**config.mk**
```make
export PLATFORM = sky130hd
export DESIGN_NAME = cp0_unit
export DESIGN_NICKNAME = d
export VERILOG_FILES = /design/src/hw/cp0_pkg.sv /design/src/hw/tlb_pkg.sv /design/src/hw/cp0_tlb_if.sv /design/src/hw/reg_access_if.sv /design/src/hw/cp0_regs.sv /design/src/hw/cp0_unit.sv /design/src/hw/priv_ctrl.sv /design/src/hw/tlb.sv
export SDC_FILE = /design/constraint.sdc
export NUM_CORES = 2
export LEC_CHECK = 0
export ABC_AREA = 1
export BUFFER_PORTS_ARGS = -buffer_cell sky130_fd_sc_hd__buf_2
export CORE_UTILIZATION = 35
export DETAILED_ROUTE_END_ITERATION = 16
export GPL_TIMING_DRIVEN = 0
export HOLD_SLACK_MARGIN = 0.03
export SYNTH_ARGS = -nofsm -noshare
export SYNTH_HDL_FRONTEND = slang
export SYNTH_HIERARCHICAL = 1
export SYNTH_SLANG_ARGS = --single-unit
```
**constraint.sdc**
```tcl
create_clock -name clk -period 6.3 [get_ports clk]
set_input_delay 0.315 -clock clk [delete_from_list [all_inputs] [get_ports clk]]
set_output_delay 0.315 -clock clk [all_outputs]
set_load 0.03 [all_outputs]
```
**src/hw/cp0_pkg.sv**
```systemverilog
package cp0_pkg;

    typedef enum logic [2:0] {
        OP_MTC0,
        OP_MFC0,
        OP_EXC,
        OP_ERET,
        OP_TLBP,
        OP_TLBR,
        OP_TLBWI
    } cp0_op_e;

    // Address is register number times eight plus select
    localparam logic [7:0] ADDR_INDEX    = {5'd0, 3'd0};
    localparam logic [7:0] ADDR_ENTRYLO0 = {5'd2, 3'd0};
    localparam logic [7:0] ADDR_ENTRYLO1 = {5'd3, 3'd0};
    localparam logic [7:0] ADDR_BADVADDR = {5'd8, 3'd0};
    localparam logic [7:0] ADDR_COUNT    = {5'd9, 3'd0};
    localparam logic [7:0] ADDR_ENTRYHI  = {5'd10, 3'd0};
    localparam logic [7:0] ADDR_COMPARE  = {5'd11, 3'd0};
    localparam logic [7:0] ADDR_STATUS   = {5'd12, 3'd0};
    localparam logic [7:0] ADDR_CAUSE    = {5'd13, 3'd0};
    localparam logic [7:0] ADDR_EPC      = {5'd14, 3'd0};
    localparam logic [7:0] ADDR_CONFIG   = {5'd16, 3'd0};
    localparam logic [7:0] ADDR_CONFIG1  = {5'd16, 3'd1};

    localparam logic [31:0] STATUS_RESET  = 32'h0040_0000;
    localparam logic [31:0] CONFIG_RESET  = {1'b1, 15'd0, 1'b0, 2'd0, 3'd0, 3'd1, 4'd0, 3'd2};
    localparam logic [31:0] CONFIG1_VALUE = {1'b0, 6'd15, 3'd2, 3'd3, 3'd1, 3'd2, 3'd3, 3'd1, 7'd0};

    localparam int STATUS_IE    = 0;
    localparam int STATUS_EXL   = 1;
    localparam int STATUS_IM_LO = 8;
    localparam int CAUSE_EXC_LO = 2;
    localparam int CAUSE_IP_LO  = 8;
    localparam int CAUSE_TI     = 30;
    localparam int CAUSE_BD     = 31;

    // Bit n set means exception code n loads BadVAddr (codes 1 to 5)
    localparam logic [31:0] BADV_CODES = 32'h0000_003e;
    // TLB modified and refill codes 1 to 3 also load EntryHi VPN2
    localparam logic [31:0] TLB_CODES  = 32'h0000_000e;

endpackage

```
**src/hw/tlb_pkg.sv**
```systemverilog
package tlb_pkg;

    typedef enum logic [1:0] {
        TLB_PROBE,
        TLB_READ,
        TLB_WRITE
    } tlb_cmd_e;

    // lo0 and lo1 hold EntryLo bits 25..1, that is PFN, C, D and V
    typedef struct packed {
        logic [18:0] vpn2;
        logic [7:0]  asid;
        logic        g;
        logic [24:0] lo0;
        logic [24:0] lo1;
    } tlb_entry_t;

    localparam int PROBE_MISS_BIT = 31;

endpackage

```
**src/hw/cp0_tlb_if.sv**
```systemverilog
`timescale 1ns/1ps

interface cp0_tlb_if;

    tlb_pkg::tlb_cmd_e cmd;
    logic              cmd_valid;

    // Current register contents seen by the TLB
    logic [31:0] index;
    logic [31:0] entryhi;
    logic [31:0] entrylo0;
    logic [31:0] entrylo1;

    logic        done;
    logic [31:0] probe_index;
    logic [31:0] rd_entryhi;
    logic [31:0] rd_entrylo0;
    logic [31:0] rd_entrylo1;

    modport ctrl (output cmd, cmd_valid, input done);

    modport regs (
        input  cmd, done, probe_index, rd_entryhi, rd_entrylo0, rd_entrylo1,
        output index, entryhi, entrylo0, entrylo1
    );

    modport tlb (
        input  cmd, cmd_valid, index, entryhi, entrylo0, entrylo1,
        output done, probe_index, rd_entryhi, rd_entrylo0, rd_entrylo1
    );

endinterface

```
**src/hw/reg_access_if.sv**
```systemverilog
`timescale 1ns/1ps

interface reg_access_if;

    logic        wr_en;
    logic [7:0]  addr;
    logic [31:0] wdata;

    // Exception entry
    logic        exc_en;
    logic [4:0]  exccode;
    logic        bd;
    logic [31:0] epc_in;
    logic [31:0] badvaddr;

    logic        eret_en;
    logic [31:0] rdata;

    modport ctrl (
        output wr_en, addr, wdata, exc_en, exccode, bd, epc_in, badvaddr, eret_en,
        input  rdata
    );

    modport regs (
        input  wr_en, addr, wdata, exc_en, exccode, bd, epc_in, badvaddr, eret_en,
        output rdata
    );

endinterface

```
**src/hw/cp0_regs.sv**
```systemverilog
`timescale 1ns/1ps

module cp0_regs #(
    parameter int TLB_ENTRIES = 16
) (
    input  logic       clk,
    input  logic       rst,
    input  logic [5:0] interrupt,
    output logic       has_int,
    reg_access_if.regs ra,
    cp0_tlb_if.regs    tlb
);

    localparam logic [31:0] INDEX_MASK = 32'(TLB_ENTRIES - 1);

    logic [31:0] index;
    logic [31:0] entrylo0;
    logic [31:0] entrylo1;
    logic [31:0] entryhi;
    logic [31:0] badvaddr;
    logic [32:0] count;
    logic [31:0] compare;
    logic [31:0] status;
    logic [31:0] cause;
    logic [31:0] epc;
    logic [31:0] cfg;

    assign tlb.index    = index;
    assign tlb.entryhi  = entryhi;
    assign tlb.entrylo0 = entrylo0;
    assign tlb.entrylo1 = entrylo1;

    assign has_int = (|(cause[cp0_pkg::CAUSE_IP_LO +: 8] & status[cp0_pkg::STATUS_IM_LO +: 8]))
                     && status[cp0_pkg::STATUS_IE] && !status[cp0_pkg::STATUS_EXL];

    always_ff @(posedge clk) begin
        if (rst) begin
            index   <= '0;
            count   <= '0;
            compare <= '0;
            status  <= cp0_pkg::STATUS_RESET;
            cause   <= '0;
            cfg     <= cp0_pkg::CONFIG_RESET;
        end else begin
            // Count is the upper 32 bits, so it moves every second cycle
            count <= count + 33'd1;

            // Hardware lines land in the pending byte one cycle late
            cause[cp0_pkg::CAUSE_IP_LO + 2 +: 6] <=
                {cause[cp0_pkg::CAUSE_TI] | interrupt[5], interrupt[4:0]};

            if (compare != 32'd0 && count[32:1] == compare) begin
                cause[cp0_pkg::CAUSE_TI] <= 1'b1;
            end

            if (tlb.done) begin
                case (tlb.cmd)
                    tlb_pkg::TLB_PROBE: begin
                        index <= tlb.probe_index;
                    end
                    tlb_pkg::TLB_READ: begin
                        entryhi  <= tlb.rd_entryhi;
                        entrylo0 <= tlb.rd_entrylo0;
                        entrylo1 <= tlb.rd_entrylo1;
                    end
                    default: begin
                    end
                endcase
            end

            if (ra.exc_en) begin
                status[cp0_pkg::STATUS_EXL]       <= 1'b1;
                cause[cp0_pkg::CAUSE_EXC_LO +: 5] <= ra.exccode;
                cause[cp0_pkg::CAUSE_BD]          <= ra.bd;
                epc                               <= ra.epc_in;
                if (cp0_pkg::BADV_CODES[ra.exccode]) begin
                    badvaddr <= ra.badvaddr;
                end
                if (cp0_pkg::TLB_CODES[ra.exccode]) begin
                    entryhi[31:13] <= ra.badvaddr[31:13];
                end
            end

            if (ra.eret_en) begin
                status[cp0_pkg::STATUS_EXL] <= 1'b0;
            end

            if (ra.wr_en) begin
                case (ra.addr)
                    cp0_pkg::ADDR_INDEX: begin
                        index <= ra.wdata & INDEX_MASK;
                    end
                    cp0_pkg::ADDR_ENTRYLO0: begin
                        entrylo0 <= {6'h0, ra.wdata[25:0]};
                    end
                    cp0_pkg::ADDR_ENTRYLO1: begin
                        entrylo1 <= {6'h0, ra.wdata[25:0]};
                    end
                    cp0_pkg::ADDR_COUNT: begin
                        count <= {ra.wdata, 1'b0};
                    end
                    cp0_pkg::ADDR_ENTRYHI: begin
                        entryhi <= {ra.wdata[31:13], 5'h0, ra.wdata[7:0]};
                    end
                    cp0_pkg::ADDR_COMPARE: begin
                        // Writing Compare acknowledges the timer interrupt
                        compare                  <= ra.wdata;
                        cause[cp0_pkg::CAUSE_TI] <= 1'b0;
                    end
                    cp0_pkg::ADDR_STATUS: begin
                        status[cp0_pkg::STATUS_IM_LO +: 8] <= ra.wdata[cp0_pkg::STATUS_IM_LO +: 8];
                        status[cp0_pkg::STATUS_EXL]        <= ra.wdata[cp0_pkg::STATUS_EXL];
                        status[cp0_pkg::STATUS_IE]         <= ra.wdata[cp0_pkg::STATUS_IE];
                    end
                    cp0_pkg::ADDR_CAUSE: begin
                        cause[cp0_pkg::CAUSE_IP_LO +: 2] <= ra.wdata[cp0_pkg::CAUSE_IP_LO +: 2];
                    end
                    cp0_pkg::ADDR_EPC: begin
                        epc <= ra.wdata;
                    end
                    cp0_pkg::ADDR_CONFIG: begin
                        cfg[2:0] <= ra.wdata[2:0];
                    end
                    default: begin
                    end
                endcase
            end
        end
    end

    always_comb begin
        case (ra.addr)
            cp0_pkg::ADDR_INDEX:    ra.rdata = index;
            cp0_pkg::ADDR_ENTRYLO0: ra.rdata = entrylo0;
            cp0_pkg::ADDR_ENTRYLO1: ra.rdata = entrylo1;
            cp0_pkg::ADDR_BADVADDR: ra.rdata = badvaddr;
            cp0_pkg::ADDR_COUNT:    ra.rdata = count[32:1];
            cp0_pkg::ADDR_ENTRYHI:  ra.rdata = entryhi;
            cp0_pkg::ADDR_COMPARE:  ra.rdata = compare;
            cp0_pkg::ADDR_STATUS:   ra.rdata = status;
            cp0_pkg::ADDR_CAUSE:    ra.rdata = cause;
            cp0_pkg::ADDR_EPC:      ra.rdata = epc;
            cp0_pkg::ADDR_CONFIG:   ra.rdata = cfg;
            cp0_pkg::ADDR_CONFIG1:  ra.rdata = cp0_pkg::CONFIG1_VALUE;
            default:                ra.rdata = 32'd0;
        endcase
    end

endmodule

```
**src/hw/cp0_unit.sv**
```systemverilog
`timescale 1ns/1ps

module cp0_unit #(
    parameter int TLB_ENTRIES = 16
) (
    input  logic             clk,
    input  logic             rst,
    input  logic             req,
    input  cp0_pkg::cp0_op_e op,
    input  logic [7:0]       addr,
    input  logic [31:0]      wdata,
    input  logic [4:0]       exccode,
    input  logic             bd,
    input  logic [31:0]      badvaddr,
    input  logic [5:0]       interrupt,
    output logic             ack,
    output logic [31:0]      rdata,
    output logic             has_int
);

    reg_access_if reg_bus ();
    cp0_tlb_if    tlb_bus ();

    priv_ctrl i_ctrl (
        .clk      (clk),
        .rst      (rst),
        .req      (req),
        .op       (op),
        .addr     (addr),
        .wdata    (wdata),
        .exccode  (exccode),
        .bd       (bd),
        .badvaddr (badvaddr),
        .ack      (ack),
        .rdata    (rdata),
        .ra       (reg_bus.ctrl),
        .tlb      (tlb_bus.ctrl)
    );

    cp0_regs #(
        .TLB_ENTRIES (TLB_ENTRIES)
    ) i_regs (
        .clk       (clk),
        .rst       (rst),
        .interrupt (interrupt),
        .has_int   (has_int),
        .ra        (reg_bus.regs),
        .tlb       (tlb_bus.regs)
    );

    tlb #(
        .TLB_ENTRIES (TLB_ENTRIES)
    ) i_tlb (
        .clk (clk),
        .rst (rst),
        .tlb (tlb_bus.tlb)
    );

endmodule

```
**src/hw/priv_ctrl.sv**
```systemverilog
`timescale 1ns/1ps

module priv_ctrl (
    input  logic             clk,
    input  logic             rst,
    input  logic             req,
    input  cp0_pkg::cp0_op_e op,
    input  logic [7:0]       addr,
    input  logic [31:0]      wdata,
    input  logic [4:0]       exccode,
    input  logic             bd,
    input  logic [31:0]      badvaddr,
    output logic             ack,
    output logic [31:0]      rdata,
    reg_access_if.ctrl       ra,
    cp0_tlb_if.ctrl          tlb
);

    typedef enum logic [1:0] {IDLE, EXEC, TLB_WAIT, DONE} state_e;

    state_e state;
    logic   is_tlb_op;

    assign is_tlb_op = (op == cp0_pkg::OP_TLBP) || (op == cp0_pkg::OP_TLBR) ||
                       (op == cp0_pkg::OP_TLBWI);

    // ERET reads EPC so the return address comes back on rdata
    assign ra.addr     = (op == cp0_pkg::OP_ERET) ? cp0_pkg::ADDR_EPC : addr;
    assign ra.wdata    = wdata;
    assign ra.exccode  = exccode;
    assign ra.bd       = bd;
    assign ra.epc_in   = wdata;
    assign ra.badvaddr = badvaddr;

    assign ra.wr_en   = (state == EXEC) && (op == cp0_pkg::OP_MTC0);
    assign ra.exc_en  = (state == EXEC) && (op == cp0_pkg::OP_EXC);
    assign ra.eret_en = (state == EXEC) && (op == cp0_pkg::OP_ERET);

    assign tlb.cmd_valid = (state == EXEC) && is_tlb_op;

    always_comb begin
        case (op)
            cp0_pkg::OP_TLBP: tlb.cmd = tlb_pkg::TLB_PROBE;
            cp0_pkg::OP_TLBR: tlb.cmd = tlb_pkg::TLB_READ;
            default:          tlb.cmd = tlb_pkg::TLB_WRITE;
        endcase
    end

    always_ff @(posedge clk) begin
        if (state == EXEC) begin
            rdata <= (op == cp0_pkg::OP_MFC0 || op == cp0_pkg::OP_ERET) ? ra.rdata : 32'd0;
        end
    end

    always_ff @(posedge clk) begin
        if (rst) begin
            state <= IDLE;
            ack   <= 1'b0;
        end else begin
            case (state)
                IDLE: begin
                    if (req) begin
                        state <= EXEC;
                    end
                end
                EXEC: begin
                    state <= is_tlb_op ? TLB_WAIT : DONE;
                end
                TLB_WAIT: begin
                    if (tlb.done) begin
                        state <= DONE;
                    end
                end
                default: begin
                    // Hold ack until the requester drops req
                    if (!ack) begin
                        ack <= 1'b1;
                    end else if (!req) begin
                        ack   <= 1'b0;
                        state <= IDLE;
                    end
                end
            endcase
        end
    end

endmodule

```
**src/hw/tlb.sv**
```systemverilog
`timescale 1ns/1ps

module tlb #(
    parameter int TLB_ENTRIES = 16
) (
    input  logic   clk,
    input  logic   rst,
    cp0_tlb_if.tlb tlb
);

    localparam int IDX_W = $clog2(TLB_ENTRIES);

    tlb_pkg::tlb_entry_t entries [TLB_ENTRIES];
    tlb_pkg::tlb_entry_t sel;
    logic [IDX_W-1:0]    idx;
    logic [IDX_W-1:0]    hit_idx;
    logic                hit;

    assign idx = tlb.index[IDX_W-1:0];
    assign sel = entries[idx];

    // Scan downwards so the lowest matching entry wins
    always_comb begin
        hit     = 1'b0;
        hit_idx = '0;
        for (int i = TLB_ENTRIES - 1; i >= 0; i--) begin
            if (entries[i].vpn2 == tlb.entryhi[31:13] &&
                (entries[i].g || entries[i].asid == tlb.entryhi[7:0])) begin
                hit     = 1'b1;
                hit_idx = IDX_W'(i);
            end
        end
    end

    always_ff @(posedge clk) begin
        if (rst) begin
            tlb.done <= 1'b0;
            for (int i = 0; i < TLB_ENTRIES; i++) begin
                entries[i] <= '0;
            end
        end else begin
            tlb.done <= tlb.cmd_valid;
            if (tlb.cmd_valid) begin
                case (tlb.cmd)
                    tlb_pkg::TLB_PROBE: begin
                        tlb.probe_index <= hit ? 32'(hit_idx)
                                               : (32'd1 << tlb_pkg::PROBE_MISS_BIT);
                    end
                    tlb_pkg::TLB_READ: begin
                        tlb.rd_entryhi  <= {sel.vpn2, 5'h0, sel.asid};
                        tlb.rd_entrylo0 <= {6'h0, sel.lo0, sel.g};
                        tlb.rd_entrylo1 <= {6'h0, sel.lo1, sel.g};
                    end
                    default: begin
                        // An entry is global only when both halves say so
                        entries[idx] <= {tlb.entryhi[31:13], tlb.entryhi[7:0],
                                         tlb.entrylo0[0] & tlb.entrylo1[0],
                                         tlb.entrylo0[25:1], tlb.entrylo1[25:1]};
                    end
                endcase
            end
        end
    end

endmodule

```
Yosys cells after proc, flatten, opt, wreduce, memory -nomap -nowiden
Memory sizes are Yosys's and may differ from the RTL's. A register that Yosys moved wholly into a read port is not among the register bits.
Cells that the tools add are included.
{"block": "classes", "n_addsub": 1, "multipliers": 0, "div": 0, "magnitude_cmp": 1, "eq_ne": 56, "n_shift": 0, "mux": 86, "bitwise_logic": 5, "reduce_logical": 65}
{"op": "$mux W32", "n": 20}
{"op": "$pmux W32 S12", "n": 1}
{"op": "$eq A19 B19 Y1", "n": 16}
{"op": "$eq A8 B8 Y1", "n": 16}
{"op": "$mux W78", "n": 1}
{"op": "$reduce_or A78 Y1", "n": 1}
{"op": "$mux W4", "n": 18}
{"op": "$mux W33", "n": 2}
{"op": "$eq A8 B7 Y1 const B", "n": 7}
{"op": "$mux W19", "n": 2}
{"op": "$add A33 B1 Y33 const B", "n": 1}
{"op": "$mux W1", "n": 33}
{"op": "$eq A32 B32 Y1", "n": 1}
{"op": "$reduce_bool A32 Y1", "n": 1}
{"op": "$logic_and A1 B1 Y1", "n": 23}
{"op": "$logic_or A1 B1 Y1", "n": 19}
{"op": "$eq A8 B5 Y1 const B", "n": 2}
{"op": "$eq A8 B8 Y1 const B", "n": 2}
{"op": "$mux W2", "n": 6}
{"op": "$eq A3 B3 Y1 const B", "n": 3}
{"op": "$reduce_and A3 Y1", "n": 3}
{"op": "$reduce_or A9 Y1", "n": 1}
{"op": "$and A8 B8 Y8", "n": 1}
{"op": "$logic_not A8 Y1", "n": 1}
{"op": "24 further kinds", "n": 33}
{"block": "totals", "reg_bits": 432, "latchBits": 0, "ramBits": 1248, "rom_bits": 64, "in_bits": 90, "output_inout_bits": 34, "mem_count": 3}
{"memory": "i_tlb.entries", "words": 16, "width": 78, "rd": 17, "rd_clocked_by_memory_dff": 1, "wr": 16, "line": "tlb.sv:13", "text": "tlb_pkg::tlb_entry_t entries [TLB_ENTRIES];"}
{"memory": "(no name shown)", "words": 32, "width": 1, "rd": 1, "rd_clocked_by_memory_dff": 0, "wr": 0, "line": "cp0_regs.sv:76", "text": "if (cp0_pkg::BADV_CODES[ra.exccode]) begin"}
{"memory": "(no name shown)", "words": 32, "width": 1, "rd": 1, "rd_clocked_by_memory_dff": 0, "wr": 0, "line": "cp0_regs.sv:79", "text": "if (cp0_pkg::TLB_CODES[ra.exccode]) begin"}

Depth between registers and ports, before layout
An unclocked memory read counts as a cell.
{"block": "depth", "depth_word": 22, "depth_mapped": 24}

By module
The synthesis kept the hierarchy.
{"module": "tlb", "instances": 1, "cells_per_inst": 5781, "area_per_inst_um2": 61765.5, "seq_area_each_um2": 39988.4}
{"module": "cp0_regs", "instances": 1, "cells_per_inst": 2063, "area_per_inst_um2": 15869.0, "seq_area_each_um2": 7307.0}
{"module": "priv_ctrl", "instances": 1, "cells_per_inst": 270, "area_per_inst_um2": 2388.5, "seq_area_each_um2": 1021.0}

Worst setup path after synthesis
Ideal clock, no wire load.
{"block": "synth_path", "path_kind": "reg-to-reg", "start": "reg i_ctrl.state[1]", "end": "reg i_tlb.tlb.rd_entryhi[0], enable pin", "setup_ns": 0.517, "t_arrival_ns": 5.117, "required_ns": 5.783, "path_slack_ns": 0.667, "stages_incl_launch_ff": 9, "path_buffers": 0, "synth_period_minus_slack_ns": 5.633, "cell_sequence": "dfxtp_1 -> inv_1 -> ha_1 -> inv_1 -> nor2_1 -> nand2_1 -> inv_1 -> nand2_1 -> nor2_1"}
{"block": "synth_via", "elab_chain_cells": 3}
{"element": "start, declared", "line": "priv_ctrl.sv:21", "text": "state_e state;"}
{"element": "start signal, assigned", "line": "priv_ctrl.sv:67", "text": "state <= is_tlb_op ? TLB_WAIT : DONE;"}
{"element": "$eq A2 B1 Y1", "line": "priv_ctrl.sv:39", "text": "assign tlb.cmd_valid = (state == EXEC) && is_tlb_op;"}
{"element": "$logic_and A1 B1 Y1", "line": "priv_ctrl.sv:39"}
{"element": "named net tlb_bus.cmd_valid", "line": "cp0_tlb_if.sv:6", "text": "logic cmd_valid;"}
{"element": "$reduce_and A3 Y1 (no source line)"}
{"element": "end signal, assigned", "line": "tlb.sv:50", "text": "tlb.rd_entryhi <= {sel.vpn2, 5'h0, sel.asid};"}
{"element": "end, declared", "line": "cp0_tlb_if.sv:29", "text": "output done, probe_index, rd_entryhi, rd_entrylo0, rd_entrylo1"}
The timed path passes the listed nets, and every way through them passes these cells.
A chain may end at the register's enable or synchronous reset.

==> results.md <==
Layout:
- The finished layout holds 11700 standard cells, fillers aside.
- After the last flow step, the layout net total stands at 8589.
- The top cell types in the final layout, fill and taps aside, are edfxtp_1 (1523), nor2_1 (1486), nand2_1 (1091).
- The share of cells above drive strength 1 is under 10%.
- The library cell used most frequently in the layout, excluding fill and tap cells, is edfxtp_1.
- The relative area change from synthesis to final layout is 14.9%.
- After routing the design area is 0.0919 mm2.
- The layout filler cell count is 22300.
- The final standard cell utilization of the core is 40.4%.

Timing:
- The portion of the clock cycle consumed by the worst path in the final layout is 94.0%.
- Setup repair after global routing left no endpoint under its margin.
- The accumulated negative setup slack is 0 ns.
- Static timing analysis puts the maximum clock frequency at ~170 MHz.
- At the pin with the least slew margin, the transition time is around 1.6 ns.
- Once routing completed, OpenROAD measured the worst setup slack at 0.379 ns.
- Setup violations remaining at the end of the flow were counted as 0.
- The final-layout worst hold slack is 0.110 ns.
- The final number of hold-violating endpoints was 0.
- The minimum period implied by the final worst setup slack is ~5.9 ns.
- The number of max-slew violations in the final report is 99.
- Measured against its own limit, the worst slew margin works out to -6.59%.
- The worst clock skew is 0.0946 ns.

Synth:
- The synthesized netlist contains 59 unique library cells.
- After synthesis, flip-flops and latches occupy 60.4% of the total area.
- The yosys synthesis warning count is 6.
- Sorting the synthesized cells by area gives the leading types as edfxtp_1 (57%), nor2_1 (7.0%), nand3_1 (5.6%), nand2_1 (5.2%), dfxtp_1 (3.2%).
- After technology mapping, the gate count stands at 8114.
- The fraction of registers with async set or reset after synthesis is 0%.
- The synthesized netlist occupies a cell area of 0.0800 mm2.
- The count of flip-flops with a built-in enable after synthesis is around 1500.
- After synthesis, the mean cell area works out to 9.86 um2.
- Counting flops and latches in the post-synthesis netlist gives approximately 1700.
- The main flop type after synthesis is edfxtp_1.
- The fraction of post-synthesis cell area in the top cell type by area is 57.2%.
- Of all cell types, the one taking the most synthesized area is edfxtp_1.

Floorplanning:
- The I/O pin count is 124.
- The total area inside the core boundary comes to between 0.2 and 0.25 mm2.
- The die area is 0.231 mm2.
- The die is ~480 um tall.
- The number of standard-cell rows in the floorplan is between 150 and 200.
- The die width is about 480 um.
- The effective utilization at floorplan is 35.2%.

Critical path:
- At the worst endpoint, the required time is 6.81 ns.
- By startpoint and endpoint, the worst setup path is classified as reg2reg.
- The maximum single-stage delay on the critical path is 0.73 ns.
- The critical path contains buffers and inverters numbering 6 combined.
- The slowest stage of the critical path belongs to the cell ha_2.
- The arrival time of data at the critical path endpoint is around 6.4 ns.
- On the critical path the largest part of the delay comes from simple AND/OR/NAND/NOR gates.
- In this run the worst path has a maximum fanout of 54.
- The worst setup path is captured at a flip-flop.
- Walking the worst path, the cells encountered are inv_1 -> ha_2 -> inv_1 -> nor2_1 -> nand2_1 -> inv_1 -> nand2_1 -> nor2_1 -> nand2_1 -> clkbuf_1 -> clkbuf_1 -> nand2_4 -> buf_16.
- STA classifies the critical path startpoint as a flip-flop.

Clocking:
- Clock-pin slew was measured on the worst setup and hold paths at around 0.060 ns.
- The cell at the root of the clock tree is clkbuf_16.
- The TritonCTS clock tree is done.
- In this run, CTS created clock tree buffers numbering 180.
- The TritonCTS sink count is 1652.
- The longest clock path from root to sink contains 3 buffers.
- The clock latency on the worst-skew pair is roughly 0.90 ns.
- The total number of H-tree levels is 4.
- The post-CTS setup buffer count is 0.

Hold path:
- The worst hold-check path type is in2reg.

Power and ir drop:
- The power density over the cells is 285 mW/mm2.
- The total design power is 26.2 mW.
- The worst ir drop on vdd is 0.231 mV.
- For this design the static power due to leakage is approximately 35 nW.

Placed design:
- The number of cells in the design after placement is 11200.
- The HPWL after detailed placement is approximately 280 mm.
- The congestion estimate from routability-driven global placement came to 1.04.
- In this run the tool buffered the top-level ports with 52 buffer cells.
- Summing all placed instances gives a cell area of 0.0849 mm2.
- The setup slack after placement is approximately 0.5 ns.

Global route:
- Entering global routing, the biggest net connects 61 pins.
- The via count of the first global-routing pass came to 63500.
- The number of antenna violations at the first check in global routing is 28.
- The total global-route track usage is 31.6%.
- The first global-routing pass estimated about 500 mm of wire.
- For this run the aggregate overflow at the end of global routing stands at 0.

Routing:
- The count of routing violations after the opening detailed-route iteration is 9689.
- The average wire per standard cell is 32.1 um.
- The detail route stage leaves a number of antenna-violating nets equal to 0.
- The count of TritonRoute iterations in the first routing pass is 7.
- The wire length reported by the detailed router is 374 mm.
- The routed length on met3 is 42.0 mm.
- The met1 wire length is between 100 and 150 mm.
- The topmost layer with routed signal wires is met5.
- Detailed routing inserted a total of 67400 vias.
- The residual DRC count is 0.
- Summed over all nets, wire length on met2 after detailed routing comes to roughly 170 mm.
- After detailed routing, the number of vias per cell comes to ~5.8.

Outcome:
- The final reports fail on max-capacitance violations, max-slew violations.
- The flow ran to the end, but the final reports show violations.

Flow run:
- Across the run, the number of max-cap violations was 10.
[metal layers]
layer | global-route usage [%] | vias up
li1 | - | 28600
met1 | 38.8 | 33400
met2 | 49.9 | 4434
met3 | 7.91 | 906
met4 | 19.5 | 14
met5 | 0 | -
[power breakdown]
group / switching, mW / internal [mW] / leakage (nW)
Combinational: 1.64 / 0.592 / 15.2
Clock: 4.75 / 6.52 / 3.01
Sequential: 0.243 / 12.4 / 16.5
[worst reg2reg max path, cell delays in order (launching register included)]
cell and delay (ns):
dfxtp_1 0.33, inv_1 0.12, ha_2 0.73, inv_1 0.30
nor2_1 0.46, nand2_1 0.13, inv_1 0.11, nand2_1 0.31
nor2_1 0.32, nand2_1 0.57, clkbuf_1 0.63, clkbuf_1 0.58
nand2_4 0.58, buf_16 0.35
[state kept, by name, indices dropped and copies added (netlist names), 25 cells and up]
name / cells
i_tlb/tlb.rd_entrylo1: 26
i_regs/compare: 32
i_regs/tlb.entrylo0: 32
i_regs/tlb.index: 32
i_regs/tlb.entrylo1: 32
i_tlb/entries: 1248
i_ctrl/rdata: 32
i_tlb/tlb.rd_entrylo0: 25
i_tlb/tlb.rd_entryhi: 27
i_regs/badvaddr: 32
i_regs/tlb.entryhi: 32
i_regs/epc: 32
i_regs/count: 33
[final timing paths]
| check | start | to | slack, ns | cells after the start |
|---|---|---|---|---|
| max | i_ctrl/state[1]$_SDFFE_PP0P_ | i_tlb/entries[15][1]$_SDFFCE_PN0P_ | 0.38 | 13 |
| min | op[2] | i_ctrl/rdata[21]$_SDFFCE_PN0P_ | 0.11 | 4 |
| max reg2reg | i_ctrl/state[1]$_SDFFE_PP0P_ | i_tlb/entries[15][1]$_SDFFCE_PN0P_ | 0.38 | 13 |
| min reg2reg | i_regs/tlb.index[6]$_SDFF_PP0_ | i_regs/tlb.index[6]$_SDFF_PP0_ | 0.46 | 2 |
[Yosys cell counts, types with 3 or more instances]
cell type	n
a22oi_1	273
nand4_1	173
o211ai_1	25
a221oi_1	5
a31oi_1	48
buf_2	85
nand2_1	1107
clkbuf_1	456
inv_2	39
nor2_2	12
a22o_1	12
xnor2_1	150
nor3_1	57
o21ai_0	296
mux2_2	45
o21ai_1	33
inv_1	452
dfxtp_1	129
or2_2	5
edfxtp_1	1523
a211oi_1	12
xor2_1	180
and3_1	4
nand3b_1	4
nand3_1	888
o41ai_1	3
nand2b_1	27
nand2_2	8
a21oi_1	127
buf_4	178
o221ai_1	16
o22ai_1	114
nor2_1	1487
buf_1	30
nor4_1	43
o41ai_2	4
ha_1	5
buf_6	32
[timing repair]
| item | CTS | global route |
|---|---|---|
| resized for setup | 0 | 0 |
| hold buffers | 81 | 0 |
| hold endpoints to repair | 197 | 0 |
[area by class of cell]
cell class	count	area, um2	area share (%)
Sequential cell	1652	48300	52.6
Buffer	784	3980	4.33
Inverter	492	1850	2.01
Antenna cell	6	15.0	0.0163
Clock buffer	227	4770	5.19
Multi-Input combinational cell	5229	26200	28.5
Clock inverter	106	1460	1.59
Timing Repair Buffer	155	1580	1.72
Tap cell	3009	3760	4.10
[kinds of logic after synthesis]
family | Yosys count | share of synthesized area, %
adder cells (fa/ha/maj) | 5 | 0.0782
multiplexers | 45 | 0.633
buffers and inverters | 1276 | 7.26
AND/OR/NAND/NOR | 3828 | 20.4
other | 1 | 0.00469
XOR/XNOR | 330 | 3.61
AO/OA/AOI/OAI | 977 | 7.60
flip-flops | 1652 | 60.4
No activity file was read; power rests on OpenSTA's default activity.
